File: config.mk
export PLATFORM = sky130hd
export DESIGN_NAME = h2d_frame_scheduler
export DESIGN_NICKNAME = d
export VERILOG_FILES = /design/src/source/sata_fis_pkg.sv /design/src/source/sata_buf_pkg.sv /design/src/source/h2d_frame_scheduler.sv
export SDC_FILE = /design/constraint.sdc
export NUM_CORES = 1
export LEC_CHECK = 0
export ABC_AREA = 1
export CORE_AREA = 3 3 40 42
export CTS_BUF_LIST = sky130_fd_sc_hd__clkbuf_2
export DETAILED_ROUTE_END_ITERATION = 12
export DIE_AREA = 0 0 43 45
export DONT_BUFFER_PORTS = 1
export GPL_ROUTABILITY_DRIVEN = 0
export GPL_TIMING_DRIVEN = 0
export PLACE_DENSITY_LB_ADDON = 0.12
export SLEW_MARGIN = 20
export SYNTH_ARGS = -nofsm -noshare
export SYNTH_HDL_FRONTEND = slang
export SYNTH_SLANG_ARGS = --single-unit
File: constraint.sdc
create_clock -name clk -period 0.8 [get_ports clk]
set_input_delay 0.04 -clock clk [delete_from_list [all_inputs] [get_ports clk]]
set_output_delay 0.04 -clock clk [all_outputs]
set_load 0.01 [all_outputs]
File: src/source/sata_fis_pkg.sv
package sata_fis_pkg;

    // tag carried with every host-to-device dword
    typedef enum logic [1:0] {
        H2D_DATA = 2'd0,  // fis body dword
        H2D_HEAD = 2'd1,  // first dword of a fis
        H2D_LAST = 2'd2   // last dword of a fis
    } h2d_tag_t;

    // tag carried with every device-to-host entry
    typedef enum logic [1:0] {
        D2H_BODY = 2'd0,  // fis body dword
        D2H_HEAD = 2'd1,  // first dword after incoming start
        D2H_OK   = 2'd2,  // end marker for a good fis
        D2H_ERR  = 2'd3   // end marker for an invalidated fis
    } d2h_tag_t;

    typedef logic [31:0] dword_t;  // one sata dword

    // h2d buffer entry, tag on top
    typedef struct packed {
        h2d_tag_t tag;   // entry kind
        dword_t   data;  // payload dword
    } h2d_entry_t;

    // d2h buffer entry, same layout
    typedef struct packed {
        d2h_tag_t tag;   // entry kind, markers carry zero data
        dword_t   data;  // payload dword
    } d2h_entry_t;

endpackage

File: src/source/sata_buf_pkg.sv
package sata_buf_pkg;

    localparam int FIFO_ADDR_WIDTH = 9;                     // 512 entries per direction
    localparam int FIFO_DEPTH      = 1 << FIFO_ADDR_WIDTH;  // entries per buffer

    // fill count needs one bit more than the address to reach full
    typedef logic [FIFO_ADDR_WIDTH:0] fill_t;

    localparam int XMIT_START_FILL = 64;   // start frame before last dword is in
    localparam int H2D_READY_LIMIT = 504;  // host stops writing from here on
    localparam int D2H_BUSY_FILL   = 448;  // link is asked to pause from here on
    localparam int D2H_MANY_FILL   = 8;    // host may burst from here on

endpackage

File: src/source/h2d_frame_scheduler.sv
`timescale 1ns/1ps

module h2d_frame_scheduler (
    input  logic                  clk,
    input  logic                  rst,
    input  logic                  h2d_valid,     // host offers an entry
    input  sata_fis_pkg::h2d_tag_t h2d_tag,      // tag of the offered entry
    input  sata_buf_pkg::fill_t   fill,          // h2d buffer fill
    input  logic                  ll_frame_ack,  // link took the frame request
    output logic                  h2d_ready,     // room for one more entry
    output logic                  wr,            // push into h2d buffer
    output logic                  ll_frame_req   // ask link to open a frame
);

    logic pending;      // fis head buffered, frame not yet requested
    logic last_in;      // last dword of the fis accepted now
    logic start_fill;   // enough buffered to start before last dword
    logic req_set;      // conditions met to raise the request

    // registered fill only, never looks at h2d_valid
    assign h2d_ready = fill < sata_buf_pkg::fill_t'(sata_buf_pkg::H2D_READY_LIMIT);
    assign wr        = h2d_valid && h2d_ready;  // accept on valid and ready

    assign last_in    = wr && (h2d_tag == sata_fis_pkg::H2D_LAST);
    assign start_fill = fill >= sata_buf_pkg::fill_t'(sata_buf_pkg::XMIT_START_FILL);
    assign req_set    = pending && (last_in || start_fill);

    always_ff @(posedge clk) begin
        if (rst || ll_frame_req) begin
            pending <= 1'b0;  // cleared once the request is out
        end else if (wr && (h2d_tag == sata_fis_pkg::H2D_HEAD)) begin
            pending <= 1'b1;  // new fis started in the buffer
        end
    end

    always_ff @(posedge clk) begin
        if (rst) begin
            ll_frame_req <= 1'b0;
        end else if (ll_frame_req && ll_frame_ack) begin
            ll_frame_req <= 1'b0;  // drop on the edge after ack
        end else if (req_set) begin
            ll_frame_req <= 1'b1;  // whole fis in, or start threshold hit
        end
    end

    // request is held for the link, only an ack may take it down
    a_req_held_until_ack: assert property (
        @(posedge clk) disable iff (rst)
        ll_frame_req && !ll_frame_ack |=> ll_frame_req
    ) else $error("h2d_frame_scheduler: frame request dropped without ack");

endmodule

-- Yosys cells after proc, flatten, opt, wreduce, memory -nomap -nowiden
Index checks and enable logic that the tools add are counted.
- register bits after elaboration: 2
- bits in latches: 0
- bits in writable memories: 0
- memory bits (read-only): 0
- output and inout bits: 3
- logic and storage cells: 14
- memories kept: 0
- $add $sub $neg: 0
- $mul: 0
- div/mod/pow operators: 0
- magnitude comparators: 2
- eq/ne operators: 2
- shift-type cells: 0
- muxes and demuxes: 0
- bitwise operators: 0
- reductions and logical operators: 8
- operator list (kind ; count):
    $ge 10x7->1 const B ; 1
    $lt 10x9->1 const B ; 1
    $logic_and 1x1->1 ; 5
    $eq 2x1->1 const B ; 1
    $eq 2x2->1 const B ; 1
    $logic_or 1x1->1 ; 2
    $reduce_or 2->1 ; 1

-- Depth between registers and ports, before layout
- word-level depth: 5
- gate-level depth with buffers: 7
- depth with buffers taken out: 7

-- Least setup slack after synthesis
Ideal clock, no wire load.
- path kind: register to register
- from: register ll_frame_req
- to: register pending
- setup time: 113 ps
- data arrival time: 524 ps
- data required time: 687 ps
- slack: 163 ps
- cell stages (with the launch flop): 4
- cell sequence: dfxtp_1 inv_1 nand2_1 a21oi_2
- word-level cells in the longest chain between the ends: 1
- RTL lines (element ; line ; text):
    start: declaration ; h2d_frame_scheduler.sv:12 ; output logic ll_frame_req
    start signal: assignment ; h2d_frame_scheduler.sv:38 ; ll_frame_req <= 1'b0;
    start signal: assignment ; h2d_frame_scheduler.sv:40 ; ll_frame_req <= 1'b0;
    start signal: assignment ; h2d_frame_scheduler.sv:42 ; ll_frame_req <= 1'b1;
    $logic_or 1x1->1 ; h2d_frame_scheduler.sv:29 ; if (rst || ll_frame_req) begin
    end signal: assignment ; h2d_frame_scheduler.sv:30 ; pending <= 1'b0;
    end signal: assignment ; h2d_frame_scheduler.sv:32 ; pending <= 1'b1;
    end: declaration ; h2d_frame_scheduler.sv:15 ; logic pending;
Every way passes these cells.
A chain may end at the register's enable or synchronous reset.

-- Worst setup path in the final report
- from: input port h2d_tag[0]
- to: register pending
- word-level cells in the longest chain between the ends: 2
- RTL lines (element ; line ; text):
    start: declaration ; h2d_frame_scheduler.sv:7 ; input sata_fis_pkg::h2d_tag_t h2d_tag,
    $eq 2x1->1 ; h2d_frame_scheduler.sv:31 ; end else if (wr && (h2d_tag == sata_fis_pkg::H2D_HEAD)) begin
    $logic_and 1x1->1 ; h2d_frame_scheduler.sv:31 ;
Every way passes these cells.

==> out/qor.csv <==
metric,value,unit
largest net degree at the start of global routing,4,
CTS tree,done,
final slew viol count,0,
Hold Crit Class,in2reg,
Num CTS Buffers,3,
CP cell instances,dlygate4sd3_1 > nand3_2 > a21oi_2,
worst slew pin tran,0.251,ns
unique cell type count in the Yosys netlist,11,
GRT Util Overall,0.0473,
part of the power in registers,0.357,
Lkg Pwr,0.000101,uW
fmax,1500,MHz
Setup CP Type,in2reg,
WP buf/inv,1,
DR vias,167,
DP Area,186,um^2
"Max FO, Critical Path",2,
Syn-to-layout area delta,26.1,%
top-area cell type share of the netlist area,0.239,
synthesized area,168,um^2
number of antenna violations at the first check in global routing,0,
Cells after Synth,28,
Max Clock Skew,0.00766,ns
vias per inst,3.55,
run status,finished clean,
fill count,155,
number of global-route vias before repair,179,
DR pass1 iterations,3,
Final Instance Area,211,um^2
clock network power share,0.490,
RSZ-0062 raised after global routing,no,
final wirelength,418,um
CTS Sinks,2,
P per Cell Area,1430,mW/mm^2
Period minus WS final,0.668,ns
critical path's top delay family,buffers and inverters,
Comb power frac,0.153,
# DRC,0,
Worst-Skew Late Latency,0.18,ns
Die W,43,um
Die Y,45,um
post-cts resize count,0,
gr ovfl total,0,
VDD IR max,0.240,mV
CP Launch Type,primary input,
CP endpoint kind,register,
DR iter-0 viols,8,
final hold viol count,0,
register area share after synthesis,0.239,
asr flop ratio synth,0,
total I/O pin count,19,
share of cells above drive strength 1,0.250,
Slew headroom,0.831,
Bufs on Longest Clock Path,2,
max cap viols,0,
Crit-path slowest cell,dlygate4sd3_1,
hold_buf cts,0,
first-pass GRT wire length,648,um
diode count,0,
number of synthesized register bits,2,
clk root buf,clkbuf_2,
"area leader, netlist",dfxtp_1,
CTS HTree Levels,1,
Post-Syn Nets,44,
Antenna Violating Nets Remaining,0,
FP Rows,13,
post-DR wirelength/cell,8.89,um
Sw Pwr,80.4,uW
Util after Layout,0.165,
final worst slack,0.132,ns
Clock transition at path regs,0.03,ns
die area,0.00194,mm^2
CORE AREA,0.00128,mm^2
final-stage net count,50,
synth cell count leaders,"8 x inv_1, 8 x nand2_1, 2 x dfxtp_1, 2 x nand2_2, 2 x nor2_1",
CP max stage delay,0.55,ns
endpoints failing setup,0,
Sw Share,0.265,
Post-Place Worst Slack,0.114,ns
Arrival @ worst endpoint,0.79,ns
Mean Syn Cell Area,5.99,um^2
port bufs,0,
Setup TNS,0,ns
dpl hpwl,359,um
YS warnings,0,
Required @ worst endpoint,0.92,ns
internal power,222,uW
"Top FF cell, synth",dfxtp_1,
Post-synth EDFFs,0,
"Period Utilization, post-route",0.835,
Starting Density,0.130,
Post-CTS Setup Repair Bufs,0,
main area contributors after synthesis,"dfxtp_1 24%, inv_1 18%, nand2_1 18%",
==> per-stage QoR <==
| step | total power, uW | instances | hold slack [ns] |
|---|---|---|---|
| detailed placement | 152 | 43 | 0.202 |
| global route | 327 | 47 | 0.0281 |
| global placement | 151 | 43 | 0.201 |
| CTS | 306 | 46 | 0.00228 |
| finish | 303 | 47 | 0.0330 |
| floorplan | 146 | 28 | 0.182 |
==> cell usage in the layout (no fill, tap or decap) <==
master	count
dlygate4sd3_1	1
nor2_4	1
nor2_1	2
nand3_2	1
dfxtp_1	2
nand2_2	2
a21oi_1	1
nor4_1	1
clkbuf_2	3
nand4_1	1
nand2_1	8
a21oi_2	1
inv_1	8
==> flip-flops by register name (all words and copies together) (netlist names) <==
register,count
ll_frame_req,1
pending,1
==> power by group through the flow <==
stage	clock network [uW]	registers, uW	logic (uW)
after global routing	167	109	52.0
after global placement	0	109	41.4
after CTS	155	108	42.8
after detailed placement	0	109	42.4
final	148	108	46.4
after floorplan	0	109	37.8
==> layout make-up <==
class	instances	area, um^2	area share
Sequential cell	2	40.0	0.189
Timing Repair Buffer	1	10.0	0.0473
Clock buffer	3	15.0	0.0710
Inverter	8	30.0	0.142
Tap cell	15	18.8	0.0888
Multi-Input combinational cell	18	97.6	0.462
==> worst register-to-register path, cell delays in order, from the launching register on <==
cell	delay (ns)
dfxtp_1	0.38
nand2_1	0.07
nand2_1	0.06
a21oi_1	0.04
==> routing by layer <==
layer / global-route usage / wire [um] / vias up / part of all wire
met1: 0.0477 / 153 / 66 / 0.37
li1: - / - / 92 / -
met3: 0.0239 / 37 / 0 / 0.089
met2: 0.0749 / 228 / 9 / 0.55
met4: 0.0361 / 0 / 0 / 0
met5: 0 / 0 / - / 0
==> worst paths after layout <==
| kind | endpoint | cells after the start | startpoint | slack, ns |
|---|---|---|---|---|
| setup / recovery | pending | 3 | h2d_tag[0] | 0.13 |
| hold / removal | pending | 3 | rst | 0.03 |
| setup reg to reg | ll_frame_req | 3 | ll_frame_req | 0.13 |
| hold reg to reg | pending | 2 | pending | 0.47 |
==> cell families after synthesis <==
kind of cell | count (synthesis) | share of synthesized area
AND/OR/NAND/NOR | 16 | 0.500
AO/OA/AOI/OAI | 2 | 0.0821
buffers and inverters | 8 | 0.179
flip-flops | 2 | 0.239
(Power assumes the default switching activity.)
