--- config.mk ---
export PLATFORM = sky130hd
export DESIGN_NAME = d2h_fis_tagger
export DESIGN_NICKNAME = d
export VERILOG_FILES = /design/src/source/sata_fis_pkg.sv /design/src/source/sata_buf_pkg.sv /design/src/source/d2h_fis_tagger.sv
export SDC_FILE = /design/constraint.sdc
export NUM_CORES = 1
export LEC_CHECK = 0
export ABC_AREA = 1
export ABC_CLOCK_PERIOD_IN_PS = 1100
export BUFFER_PORTS_ARGS = -buffer_cell sky130_fd_sc_hd__buf_4
export CORE_ASPECT_RATIO = 0.8
export CORE_MARGIN = 2
export CORE_UTILIZATION = 27
export CTS_CLUSTER_SIZE = 30
export DETAILED_ROUTE_END_ITERATION = 10
export GPL_TIMING_DRIVEN = 0
export PLACE_DENSITY = 0.79
export SLEW_MARGIN = 15
export SYNTH_ARGS = -nofsm -noshare
export SYNTH_HDL_FRONTEND = slang
export SYNTH_SLANG_ARGS = --single-unit
--- constraint.sdc ---
create_clock -name clk -period 1.1 [get_ports clk]
set_input_delay 0.22 -clock clk [delete_from_list [all_inputs] [get_ports clk]]
set_output_delay 0.22 -clock clk [all_outputs]
set_load 0.02 [all_outputs]
--- src/source/sata_fis_pkg.sv ---
package sata_fis_pkg;

    // tag carried with every host-to-device dword
    typedef enum logic [1:0] {
        H2D_DATA = 2'd0,  // fis body dword
        H2D_HEAD = 2'd1,  // first dword of a fis
        H2D_LAST = 2'd2   // last dword of a fis
    } h2d_tag_t;

    // tag carried with every device-to-host entry
    typedef enum logic [1:0] {
        D2H_BODY = 2'd0,  // fis body dword
        D2H_HEAD = 2'd1,  // first dword after incoming start
        D2H_OK   = 2'd2,  // end marker for a good fis
        D2H_ERR  = 2'd3   // end marker for an invalidated fis
    } d2h_tag_t;

    typedef logic [31:0] dword_t;  // one sata dword

    // h2d buffer entry, tag on top
    typedef struct packed {
        h2d_tag_t tag;   // entry kind
        dword_t   data;  // payload dword
    } h2d_entry_t;

    // d2h buffer entry, same layout
    typedef struct packed {
        d2h_tag_t tag;   // entry kind, markers carry zero data
        dword_t   data;  // payload dword
    } d2h_entry_t;

endpackage

--- src/source/sata_buf_pkg.sv ---
package sata_buf_pkg;

    localparam int FIFO_ADDR_WIDTH = 9;                     // 512 entries per direction
    localparam int FIFO_DEPTH      = 1 << FIFO_ADDR_WIDTH;  // entries per buffer

    // fill count needs one bit more than the address to reach full
    typedef logic [FIFO_ADDR_WIDTH:0] fill_t;

    localparam int XMIT_START_FILL = 64;   // start frame before last dword is in
    localparam int H2D_READY_LIMIT = 504;  // host stops writing from here on
    localparam int D2H_BUSY_FILL   = 448;  // link is asked to pause from here on
    localparam int D2H_MANY_FILL   = 8;    // host may burst from here on

endpackage

--- src/source/d2h_fis_tagger.sv ---
`timescale 1ns/1ps

module d2h_fis_tagger (
    input  logic                      clk,
    input  logic                      rst,
    input  logic                      ll_rx_valid,          // link pushes a dword
    input  sata_fis_pkg::dword_t      ll_rx_data,
    input  logic                      ll_incom_start,       // pulse, new fis begins
    input  logic                      ll_incom_done,        // pulse, fis ended good
    input  logic                      ll_incom_invalidate,  // pulse, fis ended bad
    input  sata_buf_pkg::fill_t       fill,                 // d2h buffer fill
    output logic                      wr,                   // push into d2h buffer
    output sata_fis_pkg::d2h_entry_t  wr_data,
    output logic                      ll_rx_busy            // ask link to pause
);

    sata_fis_pkg::d2h_tag_t cur_tag;   // tag for the next pushed entry
    logic                   inval_r;   // invalidate one cycle late
    logic                   fis_end;   // end event seen this cycle
    logic                   fis_over;  // push end marker now

    // invalidate is delayed so the last dword of a bad fis still passes
    assign fis_end = ll_incom_done || inval_r;

    always_ff @(posedge clk) begin
        if (rst) begin
            inval_r <= 1'b0;
        end else begin
            inval_r <= ll_incom_invalidate;
        end
    end

    always_ff @(posedge clk) begin
        if (rst || ll_incom_start) begin
            cur_tag <= sata_fis_pkg::D2H_HEAD;  // first dword is the head
        end else if (ll_rx_valid) begin
            cur_tag <= sata_fis_pkg::D2H_BODY;  // everything after head
        end else if (fis_end) begin
            cur_tag <= inval_r ? sata_fis_pkg::D2H_ERR : sata_fis_pkg::D2H_OK;
        end
    end

    // marker only after body, tag leaves BODY so this fires once per fis
    always_ff @(posedge clk) begin
        if (rst) begin
            fis_over <= 1'b0;
        end else begin
            fis_over <= fis_end && (cur_tag == sata_fis_pkg::D2H_BODY);
        end
    end

    assign wr           = ll_rx_valid || fis_over;  // one stream into the buffer
    assign wr_data.tag  = cur_tag;                  // OK or ERR on the marker
    assign wr_data.data = fis_over ? '0 : ll_rx_data;

    // pause the link early, it still has dwords in flight
    assign ll_rx_busy = fill >= sata_buf_pkg::fill_t'(sata_buf_pkg::D2H_BUSY_FILL);

    // link is quiet on the cycle the marker goes in
    a_marker_no_collision: assert property (
        @(posedge clk) disable iff (rst)
        fis_over |-> !ll_rx_valid
    ) else $error("d2h_fis_tagger: link dword collides with end marker");

    // end marker carries a result tag, never head or body
    a_marker_tag: assert property (
        @(posedge clk) disable iff (rst)
        fis_over |-> cur_tag inside {sata_fis_pkg::D2H_OK, sata_fis_pkg::D2H_ERR}
    ) else $error("d2h_fis_tagger: end marker without result tag");

endmodule

# After elaboration in Yosys (flattened, before gate mapping)
# Cells that the tools add are included.
# W data, S select, Z words.
dict set report classes {
  reduce_logical 7
  muxes 4
  n_lt_le_gt_ge 1
}
# operator n
set ops {}
lappend ops {{$mux W32} 1}
lappend ops {{$ge A10 B9 Y1 const B} 1}
lappend ops {{$logic_or A1 B1 Y1} 3}
lappend ops {{$mux W1} 3}
lappend ops {{$logic_not A2 Y1} 1}
lappend ops {{$reduce_bool A2 Y1} 1}
lappend ops {{$reduce_or A2 Y1} 1}
lappend ops {{$logic_and A1 B1 Y1} 1}
dict set report word_totals {
  output_inout_bits 36
  ff_bits 4
  inputBits 48
}

# Logic depth before layout (Yosys ltp)
# Gate-level depths: netlist of the first run.
dict set report depth {
  word_depth 3
  depth_mapped 5
}

# Worst setup path before layout of the first run
# No wires, ideal clock.
dict set report synth_path {
  path_kind {register to output}
  from {register fis_over}
  to {output wr_data[16] (netlist bit)}
  arrival_ns 0.837
  slack_ns 0.043
  n_path_buf 2
  stages_incl_launch_ff 4
  required_time_ns 0.880
  path_cell_list {dfxtp_1 > buf_6 > buf_6 > nor2_1}
}
# item line
set synth_rtl {}
lappend synth_rtl {{start, declared} d2h_fis_tagger.sv:20} ;# logic fis_over;
lappend synth_rtl {{start signal, assigned} d2h_fis_tagger.sv:48} ;# fis_over <= fis_end && (cur_tag == sata_fis_pkg::D2H_BODY);
lappend synth_rtl {{end, declared} d2h_fis_tagger.sv:13} ;# output sata_fis_pkg::d2h_entry_t wr_data,

==> results of run 1 <==
==> worst min-delay path by stage <==
| stage | endpoint | cells past startpoint | start |
|---|---|---|---|
| floorplan | inval_r | 1 | rst |
| global placement | inval_r | 2 | rst |
| detailed placement | inval_r | 2 | rst |
| CTS | inval_r | 2 | rst |
| global route | fis_over | 2 | rst |
| finish | inval_r | 2 | rst |
==> final cells by class <==
type | instances | area (sq um)
Inverter | 37 | 139
Buffer | 4 | 71.3
Sequential cell | 4 | 80.1
Multi-Input combinational cell | 47 | 383
Timing Repair Buffer | 78 | 694
Tap cell | 22 | 27.5
Fill cell | 105 | 274
Clock buffer | 3 | 22.5
==> sequential cells by signal, indices dropped and copies added (netlist names) <==
signal	flops
cur_tag	2
fis_over	1
inval_r	1
==> synth_stat cells <==
library cell  count  area share (%)
buf_12            1             4.0
buf_6             3             6.7
dfxtp_1           4              16
inv_1            37              28
nand2_1           6             4.5
nand3_1           1            0.99
nor2_1           26              19
nor2_2            7             8.7
nor2_4            4             9.0
nor3_1            1            0.99
o21ai_0           1            0.99
or2_1             1             1.2
==> logic make-up after synthesis <==
| kind of cell | Yosys count |
|---|---|
| and+or+nand+nor | 46 |
| buffers and inverters | 41 |
| DFF | 4 |
| AOI/OAI and AO/OA | 1 |
==> what timing repair did <==
item | 4_1_cts | 5_1_grt
hold buffers | 0 | 0
pin swaps | 7 | 1
resized for setup | 15 | 58
setup buffers | 0 | 1
setup endpoints to repair | 33 | 33
==> per-layer routing <==
layer | track usage, % | vias to the layer above | wire [um]
li1 | - | 404 | -
met1 | 16.6 | 365 | 722
met2 | 36.7 | 49 | 1580
met3 | 2.86 | 4 | 208
met4 | 3.08 | 0 | 27
met5 | 0 | - | 0
==> stage by stage <==
step / setup slack (ns) / area, sq um
floorplan: 0.0430 / 503
global placement: 0.0534 / 1110
finish: -0.208 / 1420
global route: -0.216 / 1420
CTS: -0.166 / 1180
detailed placement: 0.0630 / 1110
==> worst max-delay path: cells and delay by family (launching register included) <==
family	cells	cell delay, ns
simple gates	1	0.12
buf+inv	3	0.43
flops	1	0.30
==> power by group through the flow <==
stage                     clock (uW)  combinational [uW]  sequential [uW]
after detailed placement           0                 463              159
after global routing             190                 627              157
after floorplan                    0                 209              162
after global placement             0                 458              158
after CTS                        186                 488              157
final                            186                 595              157
==> impl_metrics.csv, run 1 <==
group,metric,value,unit
worst_hold_path,hold_class,"input pin to flip-flop",
cts,clockBufferDepth,2,
yosys,synth_seq_area_share,15.9,%
sta,fin_ws,-0.208,ns
yosys,synthMuxAreaShare,0,%
cts,cts_buffers,3,
placement,gp_congestion,0.719,
yosys,syn_area_per_cell,5.47,sq um
routing,drt_iter0_drc,19,
cells_and_area,antenna_cells,0,
cells_and_area,fin_nets,223,
cells_and_area,final_common_cell,"buf_4",
pwr,ir_worst_vdd,838,uV
yosys,synthAdderAreaFrac,0,%
yosys,synth_xor_area_share,0,%
floorplan,io_pins,84,
worst_setup_path,crit_type,"flip-flop to primary output",
cts,root_buffer,"clkbuf_4",
pwr,internal_power,583,uW
floorplan,die_w,52.3,um
worst_setup_path,endpoint,"wr_data[11]",
worst_setup_path,critPathRequiredTime,0.88,ns
routing,drc_errors,0,
routing,totalWireLength,2.54,mm
yosys,synth-seq-cells,4,
sta,post-route-period-util,119,%
cts,htree_levels,1,
sta,max_slew_margin,89.1,%
yosys,ys_warn_count,0,
routing,dr.pass1.iters,4,
floorplan,placementRows,13,
global_routing,antenna_found_initial,0,
floorplan,die_h,42.6,um
cells_and_area,utilization,83.8,%
cells_and_area,instances_no_fill,195,
yosys,synth_compound_area_share,0.995,%
job,drv_cap,0,
pwr,cellPowerDensity,661,mW/mm^2
cts,clock_sinks,4,
worst_setup_path,reg2reg_slack,0.43,ns
pwr,swShare,37.8,%
pwr,pwr-share-seq,16.7,%
global_routing,grt_pass1_vias,742,
yosys,netlist_area,503,sq um
yosys,syn_inst,92,
yosys,synth_cell_types,12,
cts,clk_pin_slew_worst_paths,0.04,ns
sta,final-max-slew-violation-count,0,
sta,max_freq,765,MHz
worst_setup_path,slowest_delay,0.30,ns
worst_setup_path,crit_chain,"buf_6 > buf_12 > nor2_2 > buf_4",
cells_and_area,final_cell_mix,"49 x buf_4, 37 x inv_1, 30 x buf_6, 25 x nor2_4, 7 x nor2_1",
floorplan,dieArea,0.00223,sq mm
worst_setup_path,r2r-end,"cur_tag[1]",
global_routing,grt_pass1_wl,2.99,mm
worst_setup_path,timing.rr.start,"cur_tag[1]",
floorplan,coreArea,0.00169,sq mm
sta,fin_tns_setup,-5.24,ns
floorplan,start_util,29.7,%
yosys,yosys.area_share.simple,44.8,%
worst_setup_path,crit_slowest_cell,"dfxtp_1",
pwr,power,938,uW
pwr,clockPowerShare,19.9,%
worst_setup_path,startpoint,"fis_over",
placement,dp_hpwl,1.54,mm
sta,skew,0.00644,ns
sta,hold_ws,0.162,ns
worst_setup_path,endpoint_kind,"primary output",
run_status,status,"complete, but fails checks",
sta,hold_viol,0,
yosys,synth_nets,140,
sta,rsz0062_at_grt,"yes",
global_routing,grt_util_all_layers,17.2,%
worst_setup_path,startpoint_type,"flip-flop",
pwr,power_frac_comb,63.4,%
pwr,p_leak,0.000825,uW
routing,ant_nets,0,
placement,dp.cells,191,
cts,clk_latency,0.24,ns
sta,worstMarginPinSlew,0.162,ns
routing,via_count,822,
run_status,failed_checks,"negative setup slack",
worst_setup_path,crit_fanout,10,
cells_and_area,area_growth,182,%
yosys,synth_top_family_by_area,"simple AND/OR/NAND/NOR gates",
cts,tritoncts,"done",
pwr,power.switching,354,uW
sta,setup_viol,33,
routing,viasPerCell,4.22,
global_routing,grt_max_degree,11,
cells_and_area,drive_gt1_share,66.5,%
global_routing,grt.overflow.total,0,
worst_setup_path,worstRegToRegCells,2,
worst_setup_path,arrival,1.09,ns
sta,post-route-min-period,1.31,ns
placement,io_buffers,77,
routing,wire_per_inst,13.0,um
Power figures use the tool's default switching activity.
==> run 2: changes to the inputs <==
--- a/config.mk
+++ b/config.mk
@@ -5,16 +5,15 @@
 export SDC_FILE = /design/constraint.sdc
 export NUM_CORES = 1
 export LEC_CHECK = 0
-export ABC_AREA = 1
 export ABC_CLOCK_PERIOD_IN_PS = 1100
 export BUFFER_PORTS_ARGS = -buffer_cell sky130_fd_sc_hd__buf_4
 export CORE_ASPECT_RATIO = 0.8
 export CORE_MARGIN = 2
-export CORE_UTILIZATION = 27
+export CORE_UTILIZATION = 23
 export CTS_CLUSTER_SIZE = 30
 export DETAILED_ROUTE_END_ITERATION = 10
 export GPL_TIMING_DRIVEN = 0
-export PLACE_DENSITY = 0.79
+export PLACE_DENSITY = 0.78
 export SLEW_MARGIN = 15
 export SYNTH_ARGS = -nofsm -noshare
 export SYNTH_HDL_FRONTEND = slang
==> impl_metrics.csv, run 2 <==
group,metric,value,unit
global_routing,grt_pass1_wl,2.46,mm
pwr,swShare,31.8,%
routing,ant_nets,0,
pwr,power_frac_comb,59.3,%
global_routing,grt_util_all_layers,16.4,%
cells_and_area,area_growth,203,%
cells_and_area,final_cell_mix,"59 x buf_4, 20 x buf_6, 14 x and2b_2, 13 x nor2b_1, 4 x clkbuf_8",
sta,rsz0062_at_grt,"yes",
yosys,synth_nets,97,
floorplan,start_util,24.5,%
placement,io_buffers,77,
cells_and_area,instances_no_fill,155,
pwr,internal_power,564,uW
sta,final-max-slew-violation-count,0,
cts,cts_buffers,3,
pwr,power.switching,263,uW
sta,post-route-min-period,1.34,ns
sta,worstMarginPinSlew,0.241,ns
yosys,yosysTopAreaCell,"and2b_2",
worst_setup_path,arrival,1.12,ns
global_routing,grt.overflow.total,0,
cts,root_buffer,"clkbuf_4",
cells_and_area,fin_nets,183,
worst_setup_path,r2r-end,"cur_tag[0]",
global_routing,antenna_found_initial,0,
yosys,synth_edf_count,0,
yosys,synthArstFlopShare,0,%
worst_setup_path,reg2reg_slack,0.06,ns
pwr,power,827,uW
floorplan,die_w,50.3,um
routing,drt_iter0_drc,9,
placement,dp.cells,148,
routing,dr.pass1.iters,4,
run_status,status,"complete, but fails checks",
worst_setup_path,critPathRequiredTime,0.88,ns
yosys,ys_warn_count,0,
sta,skew,0.00115,ns
worst_hold_path,min_path_cells,2,
pwr,ir_worst_vdd,498,uV
worst_setup_path,endpoint_kind,"primary output",
yosys,synthTopCellsByCount,"17 x nor2b_1, 14 x and2b_2, 4 x dfxtp_1, 3 x and2b_1, 3 x clkbuf_1",
global_routing,grt_pass1_vias,573,
sta,max_freq,745,MHz
worst_hold_path,hold_class,"input pin to flip-flop",
floorplan,placementRows,13,
sta,fin_ws,-0.242,ns
global_routing,grt_max_degree,9,
sta,max_slew_margin,83.8,%
routing,via_count,640,
cts,clk_pin_slew_worst_paths,0.04,ns
yosys,post-synth-top-count-cell,"nor2b_1",
pwr,cellPowerDensity,694,mW/mm^2
yosys,synth_cell_types,12,
cts,clk_latency,0.23,ns
cts,clock_sinks,4,
cts,postCtsHoldBufs,0,
cells_and_area,largest_register_ffs,2,
worst_setup_path,startpoint_type,"flip-flop",
sta,setup_viol,32,
yosys,synth.top_cell.area_share,31.1,%
floorplan,io_pins,84,
worst_hold_path,hold_start,"ll_incom_start",
yosys,ys_top_cells_by_area,"and2b_2 31%, nor2b_1 27%, dfxtp_1 20%, and2b_1 5.7%, nor4_1 3.2%",
pwr,clockPowerShare,21.6,%
yosys,ys.flop_type,"dfxtp_1",
cts,clockBufferDepth,2,
yosys,syn_inst,49,
pwr,pwr-share-seq,19.1,%
sta,post-route-period-util,122,%
placement,placed_cell_area,0.00100,sq mm
floorplan,dieArea,0.00206,sq mm
cells_and_area,antenna_cells,0,
sta,fin_tns_setup,-5.90,ns
yosys,syn_area_per_cell,8.04,sq um
cts,tritoncts,"done",
yosys,netlist_area,394,sq um
pwr,p_leak,0.000623,uW
cells_and_area,final_cell_area,0.00119,sq mm
cts,htree_levels,1,
routing,wire_per_inst,11.6,um
floorplan,coreArea,0.00161,sq mm
yosys,synth-seq-cells,4,
routing,viasPerCell,4.13,
worst_setup_path,crit_type,"flip-flop to primary output",
cells_and_area,final_common_cell,"buf_4",
placement,dp_hpwl,1.31,mm
worst_setup_path,timing.rr.start,"cur_tag[0]",
worst_hold_path,whs_endpoint,"cur_tag[1]",
routing,totalWireLength,1.80,mm
run_status,failed_checks,"negative setup slack",
routing,drc_errors,0,
sta,hold_ws,0.162,ns
yosys,synth_seq_area_share,20.3,%
placement,gp_congestion,0.665,
cells_and_area,top_register,"cur_tag",
cells_and_area,top_regs,"cur_tag (2), fis_over (1), inval_r (1)",
floorplan,die_h,41.0,um
sta,hold_viol,0,
cells_and_area,drive_gt1_share,81.2,%
job,drv_cap,0,
worst_setup_path,worstRegToRegCells,2,
worst_setup_path,crit_fanout,7,
## run 2: cell count changes after synthesis, sizes merged, moves of 2 or more
cell / delta
inv: -37
nor2: -36
and2b: +17
nor2b: +17
nand2: -6
buf: -4
clkbuf: +3
nor4: +2
## run 2: stage by stage
| step | util [%] | worst slack [ns] |
|---|---|---|
| after CTS | 72.8 | -0.245 |
| after global placement | 62.2 | -0.215 |
| final | 74.0 | -0.242 |
| after detailed placement | 62.2 | -0.227 |
| after global routing | 74.0 | -0.284 |
| after floorplan | - | -0.00315 |
## run 2: metal layers
metal  up-vias  GRT usage (%)  wire length (um)
met5         -              0                 0
met4         0           5.56                 0
met3         0           5.84               166
met2        34           33.9              1010
met1       279           15.8               618
li1        327              -                 -
## run 2: worst max path at each step
stage               startpoint          end  slack [ns]  cells after the start
floorplan             fis_over   wr_data[0]      -0.003                      2
global placement      fis_over   wr_data[3]       -0.21                      3
detailed placement    fis_over   wr_data[3]       -0.23                      3
CTS                   fis_over  wr_data[17]       -0.25                      4
global route          fis_over  wr_data[26]       -0.28                      4
finish                fis_over   wr_data[6]       -0.24                      3
## run 2: power by group through the flow
| stage | logic [uW] | registers [uW] | clock network (uW) |
|---|---|---|---|
| after global placement | 427 | 160 | 0 |
| after floorplan | 188 | 163 | 0 |
| after detailed placement | 432 | 160 | 0 |
| final | 491 | 158 | 179 |
| after CTS | 483 | 158 | 188 |
| after global routing | 520 | 159 | 198 |
## run 2: repair_timing
action                                  4_1_cts  5_1_grt
pin swaps                                     1        0
cloned                                        2        0
setup buffers                                 2        0
endpoints found under the setup margin       30       33
resized for setup                            32        7
## run 2: cell families after synthesis
logic type | after synthesis | share of synthesized area [%]
compound gates | 1 | 2.22
simple gates | 41 | 74.6
buf+inv | 3 | 2.86
flops | 4 | 20.3
## run 2: worst max-delay path, stage by stage (launching register included)
cell and delay [ns]:
dfxtp_4 0.39, clkbuf_8 0.16, and2b_2 0.21, buf_6 0.12
## run 2: layout make-up
cell class / instances / area [sq um]
timing repair buffer: 81 / 696
fill: 140 / 418
multi-input combinational: 42 / 320
sequential: 4 / 83.8
buffer: 3 / 42.5
tap: 22 / 27.5
clock buffer: 3 / 22.5
==> run 3: changes to the inputs <==
--- a/config.mk
+++ b/config.mk
@@ -7,13 +7,15 @@
 export LEC_CHECK = 0
 export ABC_CLOCK_PERIOD_IN_PS = 1100
 export BUFFER_PORTS_ARGS = -buffer_cell sky130_fd_sc_hd__buf_4
+export CELL_PAD_IN_SITES_DETAIL_PLACEMENT = 1
+export CELL_PAD_IN_SITES_GLOBAL_PLACEMENT = 1
 export CORE_ASPECT_RATIO = 0.8
 export CORE_MARGIN = 2
-export CORE_UTILIZATION = 23
+export CORE_UTILIZATION = 12
 export CTS_CLUSTER_SIZE = 30
 export DETAILED_ROUTE_END_ITERATION = 10
 export GPL_TIMING_DRIVEN = 0
-export PLACE_DENSITY = 0.78
+export PLACE_DENSITY_LB_ADDON = 0.1
 export SLEW_MARGIN = 15
 export SYNTH_ARGS = -nofsm -noshare
 export SYNTH_HDL_FRONTEND = slang
==> impl_metrics.csv, run 3 (synthesis results as in run 2) <==
group,metric,value,unit
run_status,status,"complete, but fails checks",
run_status,failed_checks,"negative setup slack",
pwr,cellPowerDensity,784,mW/mm^2
floorplan,coreArea,0.00311,sq mm
cts,clk_pin_slew_worst_paths,0.03,ns
cells_and_area,utilization,38.6,%
cts,clockBufferDepth,2,
worst_setup_path,critPathTopFamily,"flip-flops",
placement,io_buffers,77,
routing,drt_iter0_drc,3,
job,drv_cap,0,
floorplan,placementRows,18,
placement,dpl_worst_slack,-0.293,ns
placement,gp_congestion,0.670,
cells_and_area,top_regs,"cur_tag (2), fis_over (1), inval_r (1)",
pwr,power.switching,272,uW
cts,root_buffer,"clkbuf_8",
pwr,power,941,uW
floorplan,die_w,68.1,um
pwr,power_frac_comb,51.5,%
sta,worstMarginPinSlew,0.229,ns
sta,final-max-slew-violation-count,0,
pwr,p_leak,0.000614,uW
floorplan,start_util,12.7,%
global_routing,grt_max_degree,11,
cells_and_area,top_register,"cur_tag",
sta,rsz0062_at_grt,"yes",
sta,skew,0.000784,ns
pwr,ir_worst_vdd,545,uV
sta,fin_ws,-0.211,ns
cts,postCtsHoldBufs,0,
cells_and_area,antenna_cells,0,
cells_and_area,fillers,371,
pwr,internal_power,669,uW
floorplan,die_h,55.3,um
sta,setup_viol,33,
sta,max_slew_margin,84.6,%
routing,drc_errors,0,
cts,tritoncts,"done",
cts,htree_levels,1,
cells_and_area,final_cell_mix,"59 x buf_4, 20 x buf_6, 15 x nor2b_1, 14 x and2b_2, 5 x clkbuf_8",
worst_setup_path,critPathRequiredTime,0.88,ns
placement,dp_hpwl,1.55,mm
global_routing,grt_pass1_wl,2.79,mm
floorplan,io_pins,84,
cells_and_area,final_common_cell,"buf_4",
floorplan,dieArea,0.00376,sq mm
global_routing,antenna_found_initial,0,
worst_setup_path,crit_fanout,10,
routing,via_count,649,
worst_setup_path,crit_type,"flip-flop to primary output",
worst_hold_path,min_path_cells,2,
worst_setup_path,arrival,1.09,ns
worst_setup_path,startpoint_type,"flip-flop",
global_routing,grt.overflow.total,0,
cells_and_area,area_growth,205,%
routing,totalWireLength,1.85,mm
routing,dr.pass1.iters,2,
cells_and_area,fin_nets,181,
cells_and_area,multi_input_area,315,sq um
pwr,pwr-share-seq,16.7,%
cts,clk_latency,0.21,ns
pwr,clockPowerShare,31.7,%
routing,wire_per_inst,10.8,um
global_routing,grt_pass1_vias,602,
sta,post-route-period-util,119,%
worst_setup_path,crit_chain,"clkbuf_8 > and2b_2 > buf_6",
pwr,swShare,28.9,%
worst_setup_path,crit_slowest_cell,"dfxtp_4",
cells_and_area,ff_latch_area,83.8,sq um
routing,viasPerCell,3.80,
worst_setup_path,endpoint_kind,"primary output",
worst_hold_path,hold_class,"input pin to flip-flop",
routing,ant_nets,0,
worst_setup_path,critical_path_buf_inv_count,2,
global_routing,grt_util_all_layers,9.30,%
worst_setup_path,reg2reg_slack,0.07,ns
cts,clock_sinks,4,
worst_setup_path,crit_cells,3,
worst_setup_path,slowest_delay,0.37,ns
cells_and_area,drive_gt1_share,79.4,%
sta,post-route-min-period,1.31,ns
worst_setup_path,worstRegToRegCells,2,
cells_and_area,largest_register_ffs,2,
cts,cts_buffers,3,
sta,max_freq,763,MHz
sta,hold_viol,0,
[run 3: routing by layer]
metal	vias to the layer above	share of wire, %	GRT usage, %	wire [um]
met4	0	0	1.71	0
met3	0	12	3.05	220
li1	321	-	-	-
met5	-	0	0	0
met1	295	36	10.6	667
met2	33	52	16.6	959
[run 3: worst register-to-register path, stage by stage (launching register included)]
cell     delay [ns]
dfxtp_1        0.32
nor3b_1        0.14
or4_1          0.45
[run 3: timing repair]
item | CTS | global route
pin swaps | 0 | 1
resized for setup | 30 | 5
buffers inserted | 2 | 0
gates cloned | 0 | 0
endpoints found under the hold margin | 0 | 0
setup endpoints to repair | 33 | 33
[run 3: path summary, 6_finish.rpt]
path | startpoint | end
worst max-delay path | fis_over | wr_data[16]
worst min-delay path | ll_incom_start | cur_tag[1]
worst max register to register | cur_tag[0] | cur_tag[0]
worst min register to register | cur_tag[0] | fis_over
[run 3: through the flow]
stage                     cells  TNS [ns]  hold slack (ns)  area, sq um
after global placement      166     -5.29            0.400         1020
final                       171     -4.98            0.181         1200
after global routing        171     -6.39            0.179         1200
after floorplan              49   -0.0441            0.292          395
after detailed placement    166     -5.47            0.399         1020
after CTS                   171     -5.58            0.177         1190
[run 3: layout make-up]
type	instances	area share, %
Timing Repair Buffer	79	55.6
Multi-Input combinational cell	42	26.3
Sequential cell	4	6.98
Tap cell	40	4.17
Buffer	3	3.54
Clock buffer	3	3.44
[run 3: power groups by stage]
stage	Sequential, uW	Clock, uW	Combinational, uW
6_report	157	299	485
5_1_grt	159	319	516
4_1_cts	157	310	483
3_5_place_dp	161	0	437
3_3_place_gp	161	0	432
2_1_floorplan	163	0	188
